## src/rtl/pmp_cfg_pkg.sv

```systemverilog
// PMP configuration types for address modes, entry config, mseccfg, CSR bundle and write selects
`default_nettype none

package pmp_cfg_pkg;

  // --------------------------------------------------
  // Sizes
  // --------------------------------------------------

  // All vectors are sized to the architectural entry count
  localparam int unsigned PMP_MAX_REGIONS = 16;
  // Width of a physical byte address in bits
  localparam int unsigned PMP_ADDR_W      = 34;

  // --------------------------------------------------
  // Entry configuration
  // --------------------------------------------------

  // Address matching mode in the encoding of the pmpcfg A field
  typedef enum logic [1:0] {
    PMP_MODE_OFF   = 2'b00,
    PMP_MODE_TOR   = 2'b01,
    PMP_MODE_NA4   = 2'b10,
    PMP_MODE_NAPOT = 2'b11
  } pmp_mode_e;

  // One entry of 6 bits with read in bit 0
  typedef struct packed {
    logic      lock;
    pmp_mode_e mode;
    logic      exec;
    logic      write;
    logic      read;
  } pmp_ncfg_t;

  // Machine security config with mml in bit 0 as in the CSR
  typedef struct packed {
    logic rlb;
    logic mmwp;
    logic mml;
  } mseccfg_t;

  // Complete register state handed to the checker pipeline
  // Addresses are byte addresses with bits 1:0 held at zero
  typedef struct packed {
    pmp_ncfg_t [PMP_MAX_REGIONS-1:0]                 cfg;
    logic      [PMP_MAX_REGIONS-1:0][PMP_ADDR_W-1:0] addr;
    mseccfg_t                                        mseccfg;
  } pmp_csr_t;

  // Which register a CSR write strobe targets
  typedef enum logic [1:0] {
    CSR_SEL_CFG     = 2'b00,
    CSR_SEL_ADDR    = 2'b01,
    CSR_SEL_MSECCFG = 2'b10
  } pmp_csr_sel_e;

endpackage

`default_nettype wire

```

## src/rtl/pmp_access_pkg.sv

```systemverilog
// Access-side types: privilege levels, access types, request and stage 1 to stage 2 payload
`default_nettype none

package pmp_access_pkg;

  // Privilege level, RISC-V encoding (2'b10 is reserved)
  typedef enum logic [1:0] {
    PRIV_LVL_U = 2'b00,
    PRIV_LVL_S = 2'b01,
    PRIV_LVL_M = 2'b11
  } priv_lvl_e;

  // Kind of access being checked
  typedef enum logic [1:0] {
    PMP_ACC_EXEC  = 2'b00,
    PMP_ACC_WRITE = 2'b01,
    PMP_ACC_READ  = 2'b10
  } pmp_acc_e;

  // Incoming request, 38 bits
  typedef struct packed {
    logic [pmp_cfg_pkg::PMP_ADDR_W-1:0] addr;
    pmp_acc_e                           acc;
    priv_lvl_e                          priv;
  } pmp_req_t;

  // Result of region matching, carried into the permission stage
  // mml and mmwp are snapshots taken with the request
  typedef struct packed {
    logic                   valid;
    logic                   hit;
    pmp_cfg_pkg::pmp_ncfg_t ncfg;
    pmp_acc_e               acc;
    priv_lvl_e              priv;
    logic                   mml;
    logic                   mmwp;
  } pmp_hit_t;

endpackage

`default_nettype wire

```

## src/rtl/pmp_csr_regs.sv

```systemverilog
// PMP entry and mseccfg register file with lock, TOR neighbour, RLB and sticky-bit write rules
`default_nettype none

module pmp_csr_regs import pmp_cfg_pkg::*; #(
  parameter int unsigned PMP_NUM_REGIONS = 8
) (
  input  wire logic                  clk,
  input  wire logic                  arst_n_i,
  input  wire logic                  csr_we_i,
  input  wire pmp_csr_sel_e          csr_sel_i,
  input  wire logic [3:0]            csr_idx_i,
  input  wire logic [PMP_ADDR_W-1:0] csr_wdata_i,
  output pmp_csr_t                   csr_pmp_o
);

  // Register state, entries at or above PMP_NUM_REGIONS stay at reset value
  pmp_ncfg_t [PMP_MAX_REGIONS-1:0]                 cfg_q;
  logic      [PMP_MAX_REGIONS-1:0][PMP_ADDR_W-1:0] addr_q;
  mseccfg_t                                        mseccfg_q;

  // Write qualification
  logic [PMP_MAX_REGIONS-1:0] entry_sel;
  logic [PMP_MAX_REGIONS-1:0] entry_locked;
  logic [PMP_MAX_REGIONS-1:0] tor_locked_above;
  logic                       any_locked;
  pmp_ncfg_t                  cfg_wdata;
  mseccfg_t                   sec_wdata;
  mseccfg_t                   sec_nxt;

  // --------------------------------------------------
  // Write rules
  // --------------------------------------------------

  // Low bits of the write data carry the cfg byte or the mseccfg bits
  assign cfg_wdata = pmp_ncfg_t'(csr_wdata_i[5:0]);
  assign sec_wdata = mseccfg_t'(csr_wdata_i[2:0]);

  always_comb begin
    any_locked       = 1'b0;
    tor_locked_above = '0;
    for (int r = 0; r < PMP_MAX_REGIONS; r++) begin
      // Only implemented entries can be addressed
      entry_sel[r]    = (csr_idx_i == 4'(r)) && (r < PMP_NUM_REGIONS);
      // Lock holds unless rule locking bypass is active
      entry_locked[r] = cfg_q[r].lock && !mseccfg_q.rlb;
      any_locked      = any_locked | cfg_q[r].lock;
    end
    // A locked TOR entry also freezes the address below it, which is its base
    for (int r = 0; r < PMP_MAX_REGIONS - 1; r++) begin
      tor_locked_above[r] = cfg_q[r+1].lock && (cfg_q[r+1].mode == PMP_MODE_TOR) &&
                            !mseccfg_q.rlb;
    end
  end

  always_comb begin
    // mml and mmwp only ever get set
    sec_nxt.mml  = mseccfg_q.mml  | sec_wdata.mml;
    sec_nxt.mmwp = mseccfg_q.mmwp | sec_wdata.mmwp;
    // RLB is writable while nothing is locked or while it is already on
    sec_nxt.rlb  = (mseccfg_q.rlb || !any_locked) ? sec_wdata.rlb : mseccfg_q.rlb;
  end

  // --------------------------------------------------
  // Registers
  // --------------------------------------------------

  always_ff @(posedge clk or negedge arst_n_i) begin
    if (!arst_n_i) begin
      cfg_q     <= '0;
      addr_q    <= '0;
      mseccfg_q <= '0;
    end else if (csr_we_i) begin
      unique case (csr_sel_i)
        CSR_SEL_CFG: begin
          for (int r = 0; r < PMP_MAX_REGIONS; r++) begin
            if (entry_sel[r] && !entry_locked[r]) begin
              cfg_q[r] <= cfg_wdata;
            end
          end
        end
        CSR_SEL_ADDR: begin
          for (int r = 0; r < PMP_MAX_REGIONS; r++) begin
            if (entry_sel[r] && !entry_locked[r] && !tor_locked_above[r]) begin
              // Word aligned, bits 1:0 are not stored
              addr_q[r] <= {csr_wdata_i[PMP_ADDR_W-1:2], 2'b00};
            end
          end
        end
        CSR_SEL_MSECCFG: mseccfg_q <= sec_nxt;
        default: ;
      endcase
    end
  end

  assign csr_pmp_o.cfg     = cfg_q;
  assign csr_pmp_o.addr    = addr_q;
  assign csr_pmp_o.mseccfg = mseccfg_q;

  // Unimplemented entries never leave OFF, whatever was written
  for (genvar r = PMP_NUM_REGIONS; r < PMP_MAX_REGIONS; r++) begin : g_unimpl_chk
    a_unimpl_off: assert property (@(posedge clk) disable iff (!arst_n_i)
      csr_pmp_o.cfg[r].mode == PMP_MODE_OFF);
  end

endmodule

`default_nettype wire

```

## src/rtl/pmp_perm_resolve.sv

```systemverilog
// Stage 2: classic and MML permission rules on the selected entry, registered fault result
`default_nettype none

module pmp_perm_resolve import pmp_access_pkg::*; (
  input  wire logic     clk,
  input  wire logic     arst_n_i,
  input  wire pmp_hit_t hit_i,
  output logic          resp_valid_o,
  output logic          resp_err_o
);

  logic is_m;
  logic is_rd;
  logic is_wr;
  logic is_ex;
  logic basic_perm;
  logic mml_perm;
  logic fault;
  logic resp_valid_q;
  logic resp_err_q;

  // --------------------------------------------------
  // Permission checks
  // --------------------------------------------------

  assign is_m  = (hit_i.priv == PRIV_LVL_M);
  assign is_rd = (hit_i.acc == PMP_ACC_READ);
  assign is_wr = (hit_i.acc == PMP_ACC_WRITE);
  assign is_ex = (hit_i.acc == PMP_ACC_EXEC);

  // Plain R/W/X lookup
  assign basic_perm = (is_rd && hit_i.ncfg.read)  ||
                      (is_wr && hit_i.ncfg.write) ||
                      (is_ex && hit_i.ncfg.exec);

  // Smepmp table, keyed on L R W X
  always_comb begin
    case ({hit_i.ncfg.lock, hit_i.ncfg.read, hit_i.ncfg.write, hit_i.ncfg.exec})
      // Shared data, RW in M, read only in S/U
      4'b0010: mml_perm = is_rd || (is_wr && is_m);
      // Shared data, RW everywhere
      4'b0011: mml_perm = is_rd || is_wr;
      // Shared code, execute only everywhere
      4'b1010: mml_perm = is_ex;
      // Shared code, RX in M and X only in S/U
      4'b1011: mml_perm = is_ex || (is_rd && is_m);
      // Shared read only for all modes
      4'b1111: mml_perm = is_rd;
      // Locked rules belong to M, unlocked rules to S/U
      default: mml_perm = basic_perm && (hit_i.ncfg.lock == is_m);
    endcase
  end

  // --------------------------------------------------
  // Fault decision
  // --------------------------------------------------

  always_comb begin
    if (hit_i.hit) begin
      if (hit_i.mml) begin
        fault = !mml_perm;
      end else if (is_m) begin
        // M-mode is only bound by locked entries
        fault = hit_i.ncfg.lock && !basic_perm;
      end else begin
        fault = !basic_perm;
      end
    end else begin
      // No match, default deny for S/U and for M with mmwp
      fault = hit_i.mmwp || !is_m;
    end
  end

  always_ff @(posedge clk or negedge arst_n_i) begin
    if (!arst_n_i) begin
      resp_valid_q <= 1'b0;
    end else begin
      resp_valid_q <= hit_i.valid;
    end
  end

  // Result only captured for a live request
  always_ff @(posedge clk) begin
    if (hit_i.valid) begin
      resp_err_q <= fault;
    end
  end

  assign resp_valid_o = resp_valid_q;
  assign resp_err_o   = resp_err_q;

  // A response cannot be followed by another one without fresh input
  a_no_stuck_resp: assert property (@(posedge clk) disable iff (!arst_n_i)
    resp_valid_o && !hit_i.valid |=> !resp_valid_o);

endmodule

`default_nettype wire

```

## src/rtl/pmp_region_match.sv

```systemverilog
// Stage 1: match request address against all regions and register the lowest-numbered hit
`default_nettype none

module pmp_region_match import pmp_cfg_pkg::*; import pmp_access_pkg::*; #(
  parameter int unsigned PMP_GRANULARITY = 0,
  parameter int unsigned PMP_NUM_REGIONS = 8
) (
  input  wire logic     clk,
  input  wire logic     arst_n_i,
  input  wire logic     req_valid_i,
  input  wire pmp_req_t req_i,
  input  wire pmp_csr_t csr_pmp_i,
  output pmp_hit_t      hit_o
);

  // Lowest address bit that takes part in comparisons
  localparam int unsigned GRAN_LSB = PMP_GRANULARITY + 2;
  // Lowest stored bit that can extend a NAPOT region
  localparam int unsigned ONES_LSB = (PMP_GRANULARITY == 0) ? 2 : PMP_GRANULARITY + 1;

  logic [PMP_NUM_REGIONS-1:0][PMP_ADDR_W-1:0]        region_start;
  logic [PMP_NUM_REGIONS-1:0][PMP_ADDR_W-1:GRAN_LSB] region_mask;
  logic [PMP_NUM_REGIONS-1:0]                        match_eq;
  logic [PMP_NUM_REGIONS-1:0]                        match_ge;
  logic [PMP_NUM_REGIONS-1:0]                        match_lt;
  logic [PMP_NUM_REGIONS-1:0]                        region_match;
  logic                                              match_any;
  pmp_ncfg_t                                         match_cfg;
  pmp_hit_t                                          hit_q;

  // --------------------------------------------------
  // Per-region comparators
  // --------------------------------------------------

  for (genvar r = 0; r < PMP_NUM_REGIONS; r++) begin : g_region

    // TOR base is the previous entry's address, entry 0 starts at zero
    if (r == 0) begin : g_base0
      assign region_start[r] = (csr_pmp_i.cfg[r].mode == PMP_MODE_TOR) ? '0 :
                               csr_pmp_i.addr[r];
    end else begin : g_base
      assign region_start[r] = (csr_pmp_i.cfg[r].mode == PMP_MODE_TOR) ?
                               csr_pmp_i.addr[r-1] : csr_pmp_i.addr[r];
    end

    // NAPOT mask, a bit drops out when every stored bit below it is one
    for (genvar b = GRAN_LSB; b < PMP_ADDR_W; b++) begin : g_mask
      if (b == 2) begin : g_lsb
        // Smallest NAPOT region is 8 bytes so bit 2 never compares
        assign region_mask[r][b] = (csr_pmp_i.cfg[r].mode != PMP_MODE_NAPOT);
      end else begin : g_upper
        assign region_mask[r][b] = (csr_pmp_i.cfg[r].mode != PMP_MODE_NAPOT) ||
                                   !(&csr_pmp_i.addr[r][b-1:ONES_LSB]);
      end
    end

    // Compare only above the granule
    assign match_eq[r] = (req_i.addr[PMP_ADDR_W-1:GRAN_LSB] & region_mask[r]) ==
                         (region_start[r][PMP_ADDR_W-1:GRAN_LSB] & region_mask[r]);
    assign match_ge[r] = req_i.addr[PMP_ADDR_W-1:GRAN_LSB] >=
                         region_start[r][PMP_ADDR_W-1:GRAN_LSB];
    assign match_lt[r] = req_i.addr[PMP_ADDR_W-1:GRAN_LSB] <
                         csr_pmp_i.addr[r][PMP_ADDR_W-1:GRAN_LSB];

    always_comb begin
      unique case (csr_pmp_i.cfg[r].mode)
        PMP_MODE_TOR:   region_match[r] = match_ge[r] && match_lt[r];
        PMP_MODE_NA4:   region_match[r] = match_eq[r];
        PMP_MODE_NAPOT: region_match[r] = match_eq[r];
        default:        region_match[r] = 1'b0;
      endcase
    end
  end

  // --------------------------------------------------
  // Priority select
  // --------------------------------------------------

  // Walk down so the lowest-numbered match is written last
  always_comb begin
    match_any = 1'b0;
    match_cfg = '0;
    for (int r = PMP_NUM_REGIONS - 1; r >= 0; r--) begin
      if (region_match[r]) begin
        match_any = 1'b1;
        match_cfg = csr_pmp_i.cfg[r];
      end
    end
  end

  // Stage register, payload only moves with a request
  always_ff @(posedge clk or negedge arst_n_i) begin
    if (!arst_n_i) begin
      hit_q <= '0;
    end else begin
      hit_q.valid <= req_valid_i;
      if (req_valid_i) begin
        hit_q.hit  <= match_any;
        hit_q.ncfg <= match_cfg;
        hit_q.acc  <= req_i.acc;
        hit_q.priv <= req_i.priv;
        // Security mode bits travel with the request
        hit_q.mml  <= csr_pmp_i.mseccfg.mml;
        hit_q.mmwp <= csr_pmp_i.mseccfg.mmwp;
      end
    end
  end

  assign hit_o = hit_q;

  // Every accepted request reaches stage 2 one cycle later
  a_req_to_hit: assert property (@(posedge clk) disable iff (!arst_n_i)
    req_valid_i |=> hit_o.valid);

endmodule

`default_nettype wire

```

## src/rtl/pmp_unit.sv

```systemverilog
// PMP unit top: register file, region match stage and permission stage
`default_nettype none

module pmp_unit import pmp_cfg_pkg::*; import pmp_access_pkg::*; #(
  parameter int unsigned PMP_GRANULARITY = 0,
  parameter int unsigned PMP_NUM_REGIONS = 8
) (
  input  wire logic                  clk,
  input  wire logic                  arst_n_i,
  // CSR write strobe
  input  wire logic                  csr_we_i,
  input  wire pmp_csr_sel_e          csr_sel_i,
  input  wire logic [3:0]            csr_idx_i,
  input  wire logic [PMP_ADDR_W-1:0] csr_wdata_i,
  // Access check request
  input  wire logic                  req_valid_i,
  input  wire pmp_req_t              req_i,
  // Result, two cycles after the request
  output logic                       resp_valid_o,
  output logic                       resp_err_o
);

  pmp_csr_t csr_pmp;
  pmp_hit_t hit_q;

  pmp_csr_regs #(
    .PMP_NUM_REGIONS (PMP_NUM_REGIONS)
  ) u_pmp_csr_regs (
    .clk         (clk),
    .arst_n_i    (arst_n_i),
    .csr_we_i    (csr_we_i),
    .csr_sel_i   (csr_sel_i),
    .csr_idx_i   (csr_idx_i),
    .csr_wdata_i (csr_wdata_i),
    .csr_pmp_o   (csr_pmp)
  );

  // Stage 1
  pmp_region_match #(
    .PMP_GRANULARITY (PMP_GRANULARITY),
    .PMP_NUM_REGIONS (PMP_NUM_REGIONS)
  ) u_pmp_region_match (
    .clk         (clk),
    .arst_n_i    (arst_n_i),
    .req_valid_i (req_valid_i),
    .req_i       (req_i),
    .csr_pmp_i   (csr_pmp),
    .hit_o       (hit_q)
  );

  // Stage 2
  pmp_perm_resolve u_pmp_perm_resolve (
    .clk          (clk),
    .arst_n_i     (arst_n_i),
    .hit_i        (hit_q),
    .resp_valid_o (resp_valid_o),
    .resp_err_o   (resp_err_o)
  );

endmodule

`default_nettype wire
```

## config.mk

```make
export PLATFORM = sky130hd
export DESIGN_NAME = pmp_unit
export DESIGN_NICKNAME = d
export VERILOG_FILES = /design/src/rtl/pmp_cfg_pkg.sv /design/src/rtl/pmp_access_pkg.sv /design/src/rtl/pmp_csr_regs.sv /design/src/rtl/pmp_perm_resolve.sv /design/src/rtl/pmp_region_match.sv /design/src/rtl/pmp_unit.sv
export SDC_FILE = /design/constraint.sdc
export NUM_CORES = 2
export LEC_CHECK = 0
export BUFFER_PORTS_ARGS = -buffer_cell sky130_fd_sc_hd__buf_2
export CORE_ASPECT_RATIO = 1.1
export CORE_MARGIN = 2
export CORE_UTILIZATION = 49
export DETAILED_ROUTE_END_ITERATION = 16
export PLACE_DENSITY = 0.69
export SYNTH_ARGS = -nofsm -noshare
export SYNTH_HDL_FRONTEND = slang
export SYNTH_SLANG_ARGS = --single-unit
```

## constraint.sdc

```tcl
create_clock -name clk -period 12.95 [get_ports clk]
set_input_delay 0.6475 -clock clk [delete_from_list [all_inputs] [get_ports clk]]
set_output_delay 0.6475 -clock clk [all_outputs]
set_load 0.02 [all_outputs]
```

==> out/qor.yml <==
timing:
  setup_viol: 0
  maxSlewViolCount: 0
  tns_ps: 0
  fin_crit_ps: 5290
  timing.hold.ws_ps: 335
  fin_worst_skew_ps: 14.6
  period_share_pct: 40.8
  tightestPinTransition_ps: 1220
  rsz0062_at_grt: "false"
  hold_viol_final: 0
  slew_headroom_pct: 18.7
  fmax_mhz: 189
placement:
  hpwl_mm: 87.5
  numPortBuffers: 81
  place_inst: 4578
  place_congestion: 1.03
critical_path:
  critPathKind: "reg2reg"
  slowest_stage: "a21oi_1"
  reg2reg_depth: 13
  worst-path-max-fanout: 37
  endpoint_kind: "flop"
  start_kind: "flop"
  critical-path-max-stage-delay_ps: 620
  path_cells: "nor2b_4 > buf_4 > mux2i_1 > ha_1 > a2111oi_0 > o211ai_1 > a21oi_1 > o311ai_0 > o211a_1 > or2_2 > a221o_1 > a22oi_1 > a221oi_1"
  cp.arrival_ps: 5690
  critPathRequiredTime_ps: 13350
yosys:
  syn-num-nets: 4350
  postSynthAreaPerCell_sq_um: 8.48
  synth_seq_cells: 321
  synth_top_area_share_pct: 25.1
  yosys.area.top_type: "dfrtp_1"
  seq_area_frac_synth_pct: 25.2
  synth-edff-count: 1
  ys_types: 83
  ys_top_cells_by_area: "dfrtp_1 (25%), ha_1 (20%), o21ai_0 (5.5%)"
  yosys_warnings: 0
  synthTopCellsByCount: "ha_1 (504), nand2_1 (354), o21ai_0 (349)"
  synth_cells: 3764
  synth-async-reset-ratio_pct: 99.7
  synthFlopType: "dfrtp_1"
  yosysMostFrequentCell: "ha_1"
  synth.cell_area_sq_mm: 0.0319
detailed_routing:
  drc_errors: 0
  wl_per_cell_um: 23.6
  drt-initial-drc-count: 1956
  vias: 28800
  post_drt_via_cell_ratio: 6.18
  wl_mm: 110
  drtPass1Iterations: 6
  antenna_left: 0
floorplan:
  rows: 98
  die_w_um: 247
  initial_utilization_pct: 49.3
  ioPinCount: 84
  die_area_sq_mm: 0.0672
  core-area_sq_mm: 0.0647
  die_y_um: 272
clock_tree:
  clockRootBuffer: "clkbuf_16"
  cts_resized: 0
  tritoncts: "done"
  clk_path_buf_depth: 3
  holdBufCountCts: 1
  clkTransAtPathRegs_ps: 60
  htreeDepth: 2
  cts_sinks: 321
  cts_setup_buffers: 0
  cts_made_buffers: 40
  clk_latency_ps: 580
layout:
  area_growth_pct: 8.52
  instances_no_fill: 4652
  drive_above_1_share_pct: 9.05
  nNetsFinal: 4357
  antenna_cells: 0
global_routing:
  grt_pass1_wl_mm: 168
  grt_remaining_overflow: 0
  grt_max_degree: 77
  grtUsageTotal_pct: 32.8
  antenna_found_initial: 4
  grt_pass1_vias: 28200
run:
  drv_cap: 0
min_path:
  hold_path_class: "in2reg"
  holdPathStages: 2
power_and_ir_drop:
  p_per_area_mw_per_mm2: 128
  vdd_drop_max_uv: 85.2
  power.leakage_nw: 15.9
outcome:
  status: "finished clean"
## stage by stage
stage	cell area, sq um	worst slack, ps	power (mW)	utilization (%)
after floorplan	31900	8860	2.57	-
after global placement	33200	7940	3.10	51.2
after detailed placement	33200	7880	3.14	51.2
after CTS	34600	7990	4.41	53.5
after global routing	34600	7510	4.72	53.5
final	34600	7660	4.42	53.5
## final timing paths
path,start,end,slack [ps]
setup / recovery,u_pmp_csr_regs.csr_pmp_o[586]$_DFFE_PN0P_,u_pmp_region_match.hit_o[8]$_DFFE_PN0P_,7660
hold / removal,req_i[3],u_pmp_region_match.hit_o[5]$_DFFE_PN0P_,330
setup reg to reg,u_pmp_csr_regs.csr_pmp_o[586]$_DFFE_PN0P_,u_pmp_region_match.hit_o[8]$_DFFE_PN0P_,7660
hold reg to reg,u_pmp_region_match.hit_o[13]$_DFF_PN0_,u_pmp_perm_resolve.resp_valid_o$_DFF_PN0_,380
max in group asynchronous,arst_n_i,u_pmp_csr_regs.csr_pmp_o[30]$_DFFE_PN0P_,9320
min in group asynchronous,arst_n_i,u_pmp_csr_regs.csr_pmp_o[183]$_DFFE_PN0P_,570
## sequential cells by signal (all words and copies together) (netlist names)
signal and count:
u_pmp_csr_regs.csr_pmp_o 307, u_pmp_perm_resolve.resp_err_o 1, u_pmp_region_match.hit_o 12, u_pmp_perm_resolve.resp_valid_o 1
## critical path: cells and delay by family, from the launching register on
kind	cells	cell delay, ps
and+or+nand+nor	2	690
AOI/OAI and AO/OA	8	2780
buffers and inverters	1	520
muxes	1	350
adders and majority gates	1	290
DFF	1	420
## logic make-up (layout without fill, tap and decap cells)
family | after synthesis | after routing | share of synthesized area [%]
AOI/OAI and AO/OA | 979 | 979 | 18.8
xor gates and xnor gates | 252 | 252 | 6.92
adders and majority gates | 504 | 504 | 19.8
buffers and inverters | 432 | 470 | 5.27
DFF | 321 | 321 | 25.2
muxes | 265 | 265 | 8.85
and+or+nand+nor | 1011 | 1011 | 15.3
## layer usage
metal / wire length, um / GRT usage [%] / vias up
li1: - / - / 13800
met1: 45200 / 40.7 / 13800
met2: 50800 / 54.2 / 938
met3: 5900 / 3.85 / 308
met4: 8040 / 20.5 / 4
met5: 30 / 0 / -
## area by class of cell
type	instances	area (sq um)
Fill cell	6158	30100
Inverter	271	1020
Multi-Input combinational cell	3011	22300
Tap cell	850	1060
Clock buffer	57	1170
Clock inverter	16	292
Sequential cell	321	8040
Timing Repair Buffer	126	756
## report_power, final
part	leakage [nW]	internal, mW	switching [mW]
logic	11.5	0.719	1.05
registers	3.66	1.15	0.231
clock network	0.719	0.787	0.480
total	15.9	2.66	1.76
## layout by cell type (no fill, tap or decap), types with 11 or more instances in the layout
cell type  count
ha_1         504
o2111ai_1     17
nand2_1      354
o221ai_1      14
nor3_1        59
and3_1        13
a211oi_1      37
buf_2         80
or3_1         11
nand2b_1      28
nor2b_1       29
a31oi_1       30
a22oi_1       20
o21a_1        15
a2111oi_0     22
buf_4         44
a21oi_1      256
clkbuf_16     42
mux2_2       120
nand3_1       73
o22ai_1       14
a221oi_1      12
mux2i_1      142
dfrtp_1      320
nor4_1        41
xor2_1        71
inv_1        270
nand4_1      119
o21ai_0      349
o211ai_1      19
a21o_1        83
o31ai_1       11
xnor2_1      181
nor2_1       213
(Power assumes the default switching activity.)
